===== config.mk =====
export PLATFORM = sky130hd
export DESIGN_NAME = scoreboard_top
export DESIGN_NICKNAME = d
export VERILOG_FILES = /design/src/sb_pkg.sv /design/src/scoreboard_top.sv /design/src/sb_operand_fwd.sv /design/src/sb_clobber_table.sv /design/src/sb_entry_store.sv
export SDC_FILE = /design/constraint.sdc
export NUM_CORES = 2
export LEC_CHECK = 0
export BUFFER_PORTS_ARGS = -buffer_cell sky130_fd_sc_hd__buf_2
export CORE_MARGIN = 3
export CORE_UTILIZATION = 45
export CTS_CLUSTER_DIAMETER = 60
export DETAILED_ROUTE_END_ITERATION = 10
export SLEW_MARGIN = 30
export SYNTH_ARGS = -nofsm -noshare
export SYNTH_HDL_FRONTEND = slang
export SYNTH_SLANG_ARGS = --single-unit

===== constraint.sdc =====
create_clock -name clk_i -period 13 [get_ports clk_i]
set_input_delay 1.3 -clock clk_i [delete_from_list [all_inputs] [get_ports clk_i]]
set_output_delay 1.3 -clock clk_i [all_outputs]
set_load 0.03 [all_outputs]

===== src/sb_pkg.sv =====
/* shared scoreboard parameters and types; NR_ENTRIES must be a power of two
   and TRANS_ID_BITS its log2 */
package sb_pkg;

    // --------------------------------------------------
    // sizes
    // --------------------------------------------------
    localparam int unsigned NR_ENTRIES    = 8;
    localparam int unsigned TRANS_ID_BITS = 3;
    localparam int unsigned REG_ADDR_BITS = 5;
    localparam int unsigned NR_REGS       = 32;
    localparam int unsigned DATA_BITS     = 64;

    // pointers carry one extra wrap bit to tell full from empty
    localparam int unsigned PTR_BITS = TRANS_ID_BITS + 1;

    // writer counter has to hold NR_ENTRIES itself
    localparam int unsigned CNT_BITS = TRANS_ID_BITS + 1;

    // --------------------------------------------------
    // encodings
    // --------------------------------------------------
    typedef enum logic [1:0] {
        FU_ALU  = 2'd0,
        FU_LSU  = 2'd1,
        FU_MULT = 2'd2,
        FU_CSR  = 2'd3
    } fu_e;

    typedef enum logic [2:0] {
        OP_ADD   = 3'd0,
        OP_SUB   = 3'd1,
        OP_AND   = 3'd2,
        OP_OR    = 3'd3,
        OP_LOAD  = 3'd4,
        OP_STORE = 3'd5,
        OP_MUL   = 3'd6,
        OP_CSRRW = 3'd7
    } fu_op_e;

    // --------------------------------------------------
    // entry and writeback
    // --------------------------------------------------
    typedef struct packed {
        logic [31:0]              pc;
        logic [TRANS_ID_BITS-1:0] trans_id;  // slot index, set by the store
        fu_e                      fu;
        fu_op_e                   op;
        logic [REG_ADDR_BITS-1:0] rd;
        logic [REG_ADDR_BITS-1:0] rs1;
        logic [REG_ADDR_BITS-1:0] rs2;
        logic [DATA_BITS-1:0]     result;
        logic                     done;
    } sb_entry_t;

    typedef struct packed {
        logic [TRANS_ID_BITS-1:0] trans_id;
        logic [DATA_BITS-1:0]     data;
    } sb_wb_t;

endpackage

===== src/scoreboard_top.sv =====
/* scoreboard of NR_ENTRIES in-flight instructions with one commit port;
   writebacks have no back-pressure */
`timescale 1ns/1ps

module scoreboard_top import sb_pkg::*; (
    input  logic                     clk_i,
    input  logic                     rst_i,
    input  logic                     flush_i,
    input  logic                     decoded_valid_i,
    input  sb_entry_t                decoded_instr_i,
    output logic                     decoded_ready_o,
    output logic                     issue_valid_o,
    output sb_entry_t                issue_instr_o,
    input  logic                     issue_ready_i,
    input  logic                     wb_valid_i,
    input  sb_wb_t                   wb_i,
    output logic                     commit_valid_o,
    output sb_entry_t                commit_instr_o,
    input  logic                     commit_ready_i,
    output logic [NR_REGS-1:0]       rd_clobber_o,
    input  logic [REG_ADDR_BITS-1:0] rs1_i,
    output logic [DATA_BITS-1:0]     rs1_o,
    output logic                     rs1_valid_o,
    input  logic [REG_ADDR_BITS-1:0] rs2_i,
    output logic [DATA_BITS-1:0]     rs2_o,
    output logic                     rs2_valid_o
);

    sb_entry_t [NR_ENTRIES-1:0] entries;
    logic [NR_ENTRIES-1:0]      inflight;
    logic [TRANS_ID_BITS-1:0]   commit_ptr;
    logic                       alloc_valid;
    logic [REG_ADDR_BITS-1:0]   alloc_rd;
    logic                       free_valid;
    logic [REG_ADDR_BITS-1:0]   free_rd;

    sb_entry_store i_store (
        .clk_i           ( clk_i           ),
        .rst_i           ( rst_i           ),
        .flush_i         ( flush_i         ),
        .decoded_valid_i ( decoded_valid_i ),
        .decoded_instr_i ( decoded_instr_i ),
        .decoded_ready_o ( decoded_ready_o ),
        .issue_valid_o   ( issue_valid_o   ),
        .issue_instr_o   ( issue_instr_o   ),
        .issue_ready_i   ( issue_ready_i   ),
        .wb_valid_i      ( wb_valid_i      ),
        .wb_i            ( wb_i            ),
        .commit_valid_o  ( commit_valid_o  ),
        .commit_instr_o  ( commit_instr_o  ),
        .commit_ready_i  ( commit_ready_i  ),
        .entries_o       ( entries         ),
        .inflight_o      ( inflight        ),
        .commit_ptr_o    ( commit_ptr      ),
        .alloc_valid_o   ( alloc_valid     ),
        .alloc_rd_o      ( alloc_rd        ),
        .free_valid_o    ( free_valid      ),
        .free_rd_o       ( free_rd         )
    );

    sb_clobber_table i_clobber (
        .clk_i         ( clk_i        ),
        .rst_i         ( rst_i        ),
        .flush_i       ( flush_i      ),
        .alloc_valid_i ( alloc_valid  ),
        .alloc_rd_i    ( alloc_rd     ),
        .free_valid_i  ( free_valid   ),
        .free_rd_i     ( free_rd      ),
        .rd_clobber_o  ( rd_clobber_o )
    );

    sb_operand_fwd i_fwd (
        .entries_i    ( entries     ),
        .inflight_i   ( inflight    ),
        .commit_ptr_i ( commit_ptr  ),
        .rs1_i        ( rs1_i       ),
        .rs2_i        ( rs2_i       ),
        .rs1_o        ( rs1_o       ),
        .rs1_valid_o  ( rs1_valid_o ),
        .rs2_o        ( rs2_o       ),
        .rs2_valid_o  ( rs2_valid_o )
    );

endmodule


===== src/sb_operand_fwd.sv =====
/* purely combinational; data is valid only if the youngest in-flight writer
   of the register is done, and x0 never forwards */
`timescale 1ns/1ps

module sb_operand_fwd import sb_pkg::*; (
    input  sb_entry_t [NR_ENTRIES-1:0] entries_i,
    input  logic [NR_ENTRIES-1:0]      inflight_i,
    input  logic [TRANS_ID_BITS-1:0]   commit_ptr_i,
    input  logic [REG_ADDR_BITS-1:0]   rs1_i,
    input  logic [REG_ADDR_BITS-1:0]   rs2_i,
    output logic [DATA_BITS-1:0]       rs1_o,
    output logic                       rs1_valid_o,
    output logic [DATA_BITS-1:0]       rs2_o,
    output logic                       rs2_valid_o
);

    typedef struct packed {
        logic                 hit;
        logic                 done;
        logic [DATA_BITS-1:0] data;
    } fwd_t;

    fwd_t fwd_rs1;
    fwd_t fwd_rs2;

    // --------------------------------------------------
    // youngest writer search
    // --------------------------------------------------
    // walk from the head towards the tail, so a later match overrides
    function automatic fwd_t lookup(input logic [REG_ADDR_BITS-1:0] rs);
        fwd_t                     res;
        logic [TRANS_ID_BITS-1:0] slot;
        res = '0;
        for (int i = 0; i < NR_ENTRIES; i++) begin
            slot = commit_ptr_i + TRANS_ID_BITS'(i);
            if (inflight_i[slot] && (entries_i[slot].rd == rs) && (rs != '0)) begin
                res.hit  = 1'b1;
                res.done = entries_i[slot].done;
                res.data = entries_i[slot].result;
            end
        end
        return res;
    endfunction

    always_comb begin
        fwd_rs1 = lookup(rs1_i);
        fwd_rs2 = lookup(rs2_i);
    end

    // --------------------------------------------------
    // outputs
    // --------------------------------------------------
    assign rs1_o       = fwd_rs1.data;
    assign rs1_valid_o = fwd_rs1.hit && fwd_rs1.done;
    assign rs2_o       = fwd_rs2.data;
    assign rs2_valid_o = fwd_rs2.hit && fwd_rs2.done;

endmodule


===== src/sb_clobber_table.sv =====
/* counts in-flight writers per register; x0 is never counted */
`timescale 1ns/1ps

module sb_clobber_table import sb_pkg::*; (
    input  logic                     clk_i,
    input  logic                     rst_i,
    input  logic                     flush_i,
    input  logic                     alloc_valid_i,
    input  logic [REG_ADDR_BITS-1:0] alloc_rd_i,
    input  logic                     free_valid_i,
    input  logic [REG_ADDR_BITS-1:0] free_rd_i,
    output logic [NR_REGS-1:0]       rd_clobber_o
);

    logic [NR_REGS-1:0][CNT_BITS-1:0] cnt_q;
    logic [NR_REGS-1:0]               inc;
    logic [NR_REGS-1:0]               dec;

    always_comb begin
        for (int r = 0; r < NR_REGS; r++) begin
            inc[r] = alloc_valid_i && (alloc_rd_i == REG_ADDR_BITS'(r)) && (r != 0);
            dec[r] = free_valid_i && (free_rd_i == REG_ADDR_BITS'(r)) && (r != 0);
            rd_clobber_o[r] = (cnt_q[r] != '0);
        end
    end

    // alloc and free on the same register leave the count unchanged
    always_ff @(posedge clk_i) begin
        if (rst_i || flush_i) begin
            cnt_q <= '0;
        end else begin
            for (int r = 0; r < NR_REGS; r++) begin
                if (inc[r] && !dec[r]) begin
                    cnt_q[r] <= cnt_q[r] + 1'b1;
                end else if (dec[r] && !inc[r]) begin
                    cnt_q[r] <= cnt_q[r] - 1'b1;
                end
            end
        end
    end

endmodule


===== src/sb_entry_store.sv =====
/* circular buffer of NR_ENTRIES; writebacks outside the issued, uncommitted
   window are dropped, and flush wins over every handshake */
`timescale 1ns/1ps

module sb_entry_store import sb_pkg::*; (
    input  logic                                clk_i,
    input  logic                                rst_i,
    input  logic                                flush_i,
    // decode side
    input  logic                                decoded_valid_i,
    input  sb_entry_t                           decoded_instr_i,
    output logic                                decoded_ready_o,
    // issue side
    output logic                                issue_valid_o,
    output sb_entry_t                           issue_instr_o,
    input  logic                                issue_ready_i,
    // writeback
    input  logic                                wb_valid_i,
    input  sb_wb_t                              wb_i,
    // commit side
    output logic                                commit_valid_o,
    output sb_entry_t                           commit_instr_o,
    input  logic                                commit_ready_i,
    // views for forwarding
    output sb_entry_t [NR_ENTRIES-1:0]          entries_o,
    output logic [NR_ENTRIES-1:0]               inflight_o,
    output logic [TRANS_ID_BITS-1:0]            commit_ptr_o,
    // events for the clobber table
    output logic                                alloc_valid_o,
    output logic [REG_ADDR_BITS-1:0]            alloc_rd_o,
    output logic                                free_valid_o,
    output logic [REG_ADDR_BITS-1:0]            free_rd_o
);

    sb_entry_t [NR_ENTRIES-1:0] mem_q;

    logic [PTR_BITS-1:0] wr_ptr_q;
    logic [PTR_BITS-1:0] iss_ptr_q;
    logic [PTR_BITS-1:0] cmt_ptr_q;

    logic [TRANS_ID_BITS-1:0] wr_idx;
    logic [TRANS_ID_BITS-1:0] iss_idx;
    logic [TRANS_ID_BITS-1:0] cmt_idx;

    logic [PTR_BITS-1:0]      used_cnt;
    logic [PTR_BITS-1:0]      issued_cnt;
    logic [TRANS_ID_BITS-1:0] wb_off;

    logic full;
    logic do_alloc;
    logic do_issue;
    logic do_commit;
    logic do_wb;

    assign wr_idx  = wr_ptr_q[TRANS_ID_BITS-1:0];
    assign iss_idx = iss_ptr_q[TRANS_ID_BITS-1:0];
    assign cmt_idx = cmt_ptr_q[TRANS_ID_BITS-1:0];

    // --------------------------------------------------
    // occupancy and handshakes
    // --------------------------------------------------
    // same slot index with opposite wrap bits means every slot is taken
    assign full = (wr_idx == cmt_idx) && (wr_ptr_q[TRANS_ID_BITS] != cmt_ptr_q[TRANS_ID_BITS]);

    assign used_cnt   = wr_ptr_q - cmt_ptr_q;
    assign issued_cnt = iss_ptr_q - cmt_ptr_q;

    assign decoded_ready_o = !full;
    assign issue_valid_o   = (iss_ptr_q != wr_ptr_q);
    assign issue_instr_o   = mem_q[iss_idx];
    assign commit_valid_o  = (cmt_ptr_q != iss_ptr_q) && mem_q[cmt_idx].done;
    assign commit_instr_o  = mem_q[cmt_idx];

    assign do_alloc  = decoded_valid_i && decoded_ready_o && !flush_i;
    assign do_issue  = issue_valid_o && issue_ready_i && !flush_i;
    assign do_commit = commit_valid_o && commit_ready_i && !flush_i;

    // distance of the written slot from the head, must lie in the issued window
    assign wb_off = wb_i.trans_id - cmt_idx;
    assign do_wb  = wb_valid_i && ({1'b0, wb_off} < issued_cnt) && !flush_i;

    // --------------------------------------------------
    // slot views
    // --------------------------------------------------
    always_comb begin
        for (int i = 0; i < NR_ENTRIES; i++) begin
            inflight_o[i] = ({1'b0, TRANS_ID_BITS'(i) - cmt_idx} < used_cnt);
        end
    end

    assign entries_o    = mem_q;
    assign commit_ptr_o = cmt_idx;

    assign alloc_valid_o = do_alloc;
    assign alloc_rd_o    = decoded_instr_i.rd;
    assign free_valid_o  = do_commit;
    assign free_rd_o     = commit_instr_o.rd;

    // --------------------------------------------------
    // pointers
    // --------------------------------------------------
    always_ff @(posedge clk_i) begin
        if (rst_i || flush_i) begin
            wr_ptr_q  <= '0;
            iss_ptr_q <= '0;
            cmt_ptr_q <= '0;
        end else begin
            if (do_alloc) begin
                wr_ptr_q <= wr_ptr_q + 1'b1;
            end
            if (do_issue) begin
                iss_ptr_q <= iss_ptr_q + 1'b1;
            end
            if (do_commit) begin
                cmt_ptr_q <= cmt_ptr_q + 1'b1;
            end
        end
    end

    // entry payload, the two write slots never collide
    always_ff @(posedge clk_i) begin
        if (do_alloc) begin
            mem_q[wr_idx]          <= decoded_instr_i;
            mem_q[wr_idx].trans_id <= wr_idx;
            mem_q[wr_idx].done     <= 1'b0;
        end
        if (do_wb) begin
            mem_q[wb_i.trans_id].result <= wb_i.data;
            mem_q[wb_i.trans_id].done   <= 1'b1;
        end
    end

endmodule


======== Word-level counts from Yosys, hierarchy flattened ========
Index checks and enable logic that the tools add are counted.
W data, S select, Z words.
storage, ports and cells
  register bits ........................... 1096
  bits of input ports ..................... 204
  word-level logic and storage cells ...... 721
cells by class
  add/subtract/negate cells ............... 83
  magnitude comparators ................... 22
  eq/ne operators ......................... 82
  multiplexer cells ....................... 129
  reductions and logical operators ........ 299
operators with widths
  operator               count
  $bwmux W960            5
  $bmux W120 S3          9
  $mux W960              2
  $demux W120 S3         5
  $mux W66               16
  $mux W80               7
  $mux W120              3
  $mux W4                62
  $logic_and A1 B1 Y1    170
  $eq A5 B5 Y1 const B   32
  $add A4 B1 Y4 const B  34
  $reduce_bool A4 Y1     31
  $sub A4 B1 Y4 const B  31
  $mux W88               1
  $eq A5 B4 Y1 const B   16
  $eq A5 B5 Y1           16
  $mux W65               1
  $logic_not A1 Y1       64
  $reduce_bool A2 Y1     31
  $lt A3 B4 Y1 const B   11
  $eq A5 B3 Y1 const B   8
  $lt A3 B4 Y1           9
  $bmux W1 S3            8
  $eq A5 B2 Y1 const B   4
  other kinds (16)       39

======== Longest topological paths before layout ========
  depth in word-level cells ............... 15
  depth in mapped cells ................... 23

======== Cells and area by module ========
From an unflattened synthesis, not the netlist that was laid out.
unflattened totals
  cell total of the unflattened synthesis .. 8215
  area, all modules ....................... 93398.3 µm²
by module, submodules not included
  module            instances  cells each  area each (µm²)  seq. area each (µm²)
  sb_entry_store    1          3437        51630.8          23862.9
  sb_operand_fwd    1          3819        33220.6          0.0
  sb_clobber_table  1          959         8546.9           2482.4

======== Worst setup path after synthesis ========
Ideal clock, no wire load.
  kind .................................... reg-to-output
  from .................................... reg i_store.cmt_ptr_q[0]
  to ...................................... out rs2_o[15]
  arrival ................................. 5.215 ns
  data required time ...................... 11.700 ns
  setup slack ............................. 6.485 ns
  stages on the path, launching flop included .. 21
  buffers on the path ..................... 8
  cell sequence ........................... dfxtp_1 buf_2 inv_2 buf_2 buf_2 ha_1 buf_4 buf_6 inv_1 clkbuf_1 ha_1 nor2b_1 o21ai_1 a211o_1 a31oi_1 a211oi_2 a211oi_1 nand3b_1 buf_2 buf_2 o31ai_1
between the ends
  cells in the longest elaborated chain, start to end .. 14
ends and longest elaborated chain
  element                                      line                   text
  start, declared                              sb_entry_store.sv:39   logic [PTR_BITS-1:0] cmt_ptr_q;
  start signal, assigned                       sb_entry_store.sv:115  cmt_ptr_q <= cmt_ptr_q + 1'b1;
  $sub A4 B4 Y4, or another cell as far along  sb_entry_store.sv:65   assign used_cnt = wr_ptr_q - cmt_ptr_q;
  $lt A3 B4 Y1                                 sb_entry_store.sv:87   inflight_o[i] = ({1'b0, TRANS_ID_BITS'(i) - cmt_idx} < used_cnt);
  $bmux W1 S3                                  sb_operand_fwd.sv:36   if (inflight_i[slot] && (entries_i[slot].rd == rs) && (rs != '0)) begin
  $mux W1 (not written as such)                sb_operand_fwd.sv:36
  $logic_and A1 B1 Y1 (2 in series)            sb_operand_fwd.sv:36
  $mux W66 (7 in series)                       sb_operand_fwd.sv:36
  $mux W66 (*)                                 sb_operand_fwd.sv:36
  end, declared                                scoreboard_top.sv:25   output logic [DATA_BITS-1:0] rs2_o,
Mark *: on every way between the ends. The rest lies on a longest branch, timed or not. The select of a mux whose other input is x is not followed.

======== Worst setup path in the final report ========
  from .................................... reg i_store.cmt_ptr_q[1]
  to ...................................... out rs1_valid_o
between the ends
  cells in the longest elaborated chain, start to end .. 15
ends and longest elaborated chain
  element                                      line                  text
  $sub A4 B4 Y4, or another cell as far along  sb_entry_store.sv:65
  $lt A3 B4 Y1                                 sb_entry_store.sv:87
  $bmux W1 S3                                  sb_operand_fwd.sv:36
  $mux W1 (not written as such)                sb_operand_fwd.sv:36
  $logic_and A1 B1 Y1 (2 in series)            sb_operand_fwd.sv:36
  $mux W66 (7 in series)                       sb_operand_fwd.sv:36
  $mux W66 (*)                                 sb_operand_fwd.sv:36
  $logic_and A1 B1 Y1 (*)                      sb_operand_fwd.sv:54  assign rs1_valid_o = fwd_rs1.hit && fwd_rs1.done;
  end, declared                                scoreboard_top.sv:23  output logic rs1_valid_o,
Marks and branches as above.

==> impl_metrics.ini <==
[outcome]
outcome = completed

[timing]
finalHoldViolations = 0
fmax_ghz = 0.101
tightest_slew_ns = 1.19
period_share = 0.758
relSlewSlack = 0.205
final.hold.worst_slack_ns = 0.484
grt_setup_unrepaired = false
timing.final.crit_period_ns = 9.86
fin_setup_tns_ns = 0
slew_violations = 0
timing.final.setup_violations = 0
fin_skew_ns = 0.0525

[worst_setup_path]
worst_path_required_time_ns = 11.70
worst_ep_arrival_time_ns = 8.56
reg2reg_from = i_store.cmt_ptr_q[1]
worstSetupStartpointType = flip-flop
cells_on_worst_reg2reg_path = 19
worst-setup-path-type = flip-flop to primary output
critPathMaxStageDelay_ns = 0.81
critical_path.reg2reg.endpoint = i_clobber.cnt_q[11]
critical_path.cell_chain = inv_1 -> ha_4 -> inv_1 -> ha_1 -> nor2b_1 -> nor3_1 -> o211ai_1 -> nand4_1 -> o32a_2 -> buf_4 -> nand3_4 -> and3_4 -> nand2_4 -> buf_4 -> o211ai_1 -> buf_2
ff2ff_setup_slack_ns = 5.70
timing.critical_path.to = rs1_valid_o
worst_setup_path_startpoint = i_store.cmt_ptr_q[1]
largest_fanout_on_the_critical_path = 41
endpoint_type_of_the_worst_setup_path = primary output
crit_path_top_delay_cell = sky130_fd_sc_hd__dfxtp_4

[clock_network]
clk-insertion-delay-late_ns = 0.84
postCtsSetupBuffers = 0
max-clock-path-buffers = 3
cts_hold_bufs = 0
cts_resized = 0
cts-root-buf = sky130_fd_sc_hd__clkbuf_16
numClockSinks = 1096
cts_buffers = 145
tritoncts = built
ctsHtreeMaxLevel = 4
clk_pin_slew_worst_paths_ns = 0.06

[yosys]
syn_avg_cell_area_sq_um = 10.4
synth_top_flop_cell = sky130_fd_sc_hd__dfxtp_1
synth.most_common_cell = sky130_fd_sc_hd__nand2_1
synth.top_cells.by_count = sky130_fd_sc_hd__nand2_1 (1335), sky130_fd_sc_hd__mux4_2 (923), sky130_fd_sc_hd__mux2i_1 (761)
async_flop_share = 0
synth.yosys.warnings = 0
yosys_register_bits = 1096
synth_sequential_area_ratio = 0.312
syn_area_sq_um = 84300
synth_top_area_cell = sky130_fd_sc_hd__mux4_2
post_synthesis_cell_type_count = 84
synthCells = 8118
synth_enable_flop_cells = 440
yosysTopAreaCellShare = 0.247
synth.top_cells.by_area = sky130_fd_sc_hd__mux4_2 (25%), sky130_fd_sc_hd__edfxtp_1 (16%), sky130_fd_sc_hd__dfxtp_1 (16%)

[floorplan]
core_area_sq_um = 186000
dieWidth_um = 439
floorplan.die_area_sq_um = 193000
io_pins = 609
fp-row-count = 158
die-height_um = 439
initial_core_util = 0.454

[route]
drtIter0Drc = 8820
post-route-drc-count = 0
dr.pass1.iters = 6
ant_nets = 0
total_vias_in_the_final_route = 74500
wl_per_cell_um = 31.7
routed_wirelength_mm = 342
route.detailed.vias_per_inst = 6.90

[cells_and_area]
drive_gt1_frac = 0.264
layout.filler_cells = 16500
nets = 8496
syn_to_final_growth_pct = 11.6
layoutNonFillerInstCount = 10800
final_design_area_no_fill_sq_um = 94100

[place]
gpl.final_weighted_congestion = 0.924
post-place-cells = 10500
place.detailed.hpwl_mm = 204
portBuffers = 603
postPlaceCellArea_sq_um = 88400

[grt]
number_of_global_route_vias_before_repair = 72100
grt_overflow_total = 0
grt_max_degree = 147
first_pass_grt_wire_length_mm = 496
globalRouteTotalUtil = 0.347
antenna_found_initial = 90

[pwr]
worst_supply_voltage_drop_on_vdd_v = 0.000134
leakagePower_nw = 35.0
design_power_total_mw = 11.0
powerDensity_nw_per_um2 = 117

[worst_hold_path]
hp-class = flip-flop to flip-flop

[flow_run]
max_cap_violations = 0
-- critical path: cells and delay by family (launching register included) --
family,cells,cell delay [ns]
buffers and inverters,5,2.25
flip-flops,1,0.81
adder cells (fa/ha/maj),2,1.13
AND/OR/NAND/NOR,6,2.76
AO/OA/AOI/OAI,3,0.65
-- layout by cell type, fill, tap and decap left out, drive strengths merged, types with 62 or more instances in the layout --
| cell type | n |
|---|---|
| mux2i | 763 |
| diode | 62 |
| a221oi | 98 |
| o21ai | 426 |
| o32ai | 113 |
| inv | 91 |
| o211ai | 105 |
| nor2 | 607 |
| or3 | 64 |
| a21oi | 314 |
| ha | 114 |
| o31ai | 70 |
| buf | 738 |
| mux2 | 191 |
| edfxtp | 440 |
| nand3 | 62 |
| a211o | 62 |
| a31oi | 133 |
| dfxtp | 656 |
| clkbuf | 184 |
| nand2 | 1336 |
| mux4 | 923 |
| xnor2 | 149 |
| nor3 | 131 |
-- metal layers --
metal  global-route usage  part of all wire  vias up
li1                     -                 -    31100
met1                0.419              0.35    36800
met2                0.535              0.45     5050
met3                0.103              0.12     1520
met4                0.236             0.083       36
met5                    0           0.00070        -
-- logic make-up after synthesis --
group           share of synthesized area
simple gates                        0.113
mux                                 0.363
buf+inv                            0.0473
flops                               0.312
fa+ha+maj                          0.0251
xor+xnor                           0.0214
compound gates                      0.118
other cells                     0.0000445
-- per-stage QoR --
step           setup slack [ns]  utilization
2_1_floorplan              6.48            -
3_3_place_gp               3.63        0.475
3_5_place_dp               3.63        0.476
4_1_cts                    2.77        0.504
5_1_grt                    2.81        0.506
6_report                   3.14        0.506
-- layout make-up --
| type | count | area, sq um | area share |
|---|---|---|---|
| Multi-Input combinational cell | 6078 | 54500 | 0.579 |
| Sequential cell | 1096 | 26400 | 0.280 |
| Timing Repair Buffer | 738 | 4450 | 0.0473 |
| Clock buffer | 184 | 3980 | 0.0423 |
| Tap cell | 2480 | 3100 | 0.0330 |
| Clock inverter | 83 | 1230 | 0.0131 |
| Inverter | 85 | 334 | 0.00355 |
| Antenna cell | 62 | 155 | 0.00165 |
-- how the worst min path moves through the flow --
stage	depth (start not counted)	slack (ns)	from	endpoint
2_1_floorplan	2	0.45	i_clobber.cnt_q[103]	i_clobber.cnt_q[103]
3_5_place_dp	2	0.48	i_clobber.cnt_q[119]	i_clobber.cnt_q[119]
3_3_place_gp	2	0.47	i_clobber.cnt_q[95]	i_clobber.cnt_q[95]
6_report	2	0.48	i_clobber.cnt_q[95]	i_clobber.cnt_q[95]
4_1_cts	2	0.48	i_clobber.cnt_q[43]	i_clobber.cnt_q[43]
5_1_grt	2	0.50	i_clobber.cnt_q[95]	i_clobber.cnt_q[95]
-- where the power goes --
| group | total (mW) | leakage [nW] | internal (mW) | switching (mW) |
|---|---|---|---|---|
| clock | 4.29 | 2.49 | 2.55 | 1.74 |
| sequential | 4.46 | 9.41 | 3.94 | 0.520 |
| combinational | 2.22 | 23.1 | 1.08 | 1.15 |
Note: power is estimated with default switching activity, not from simulation.
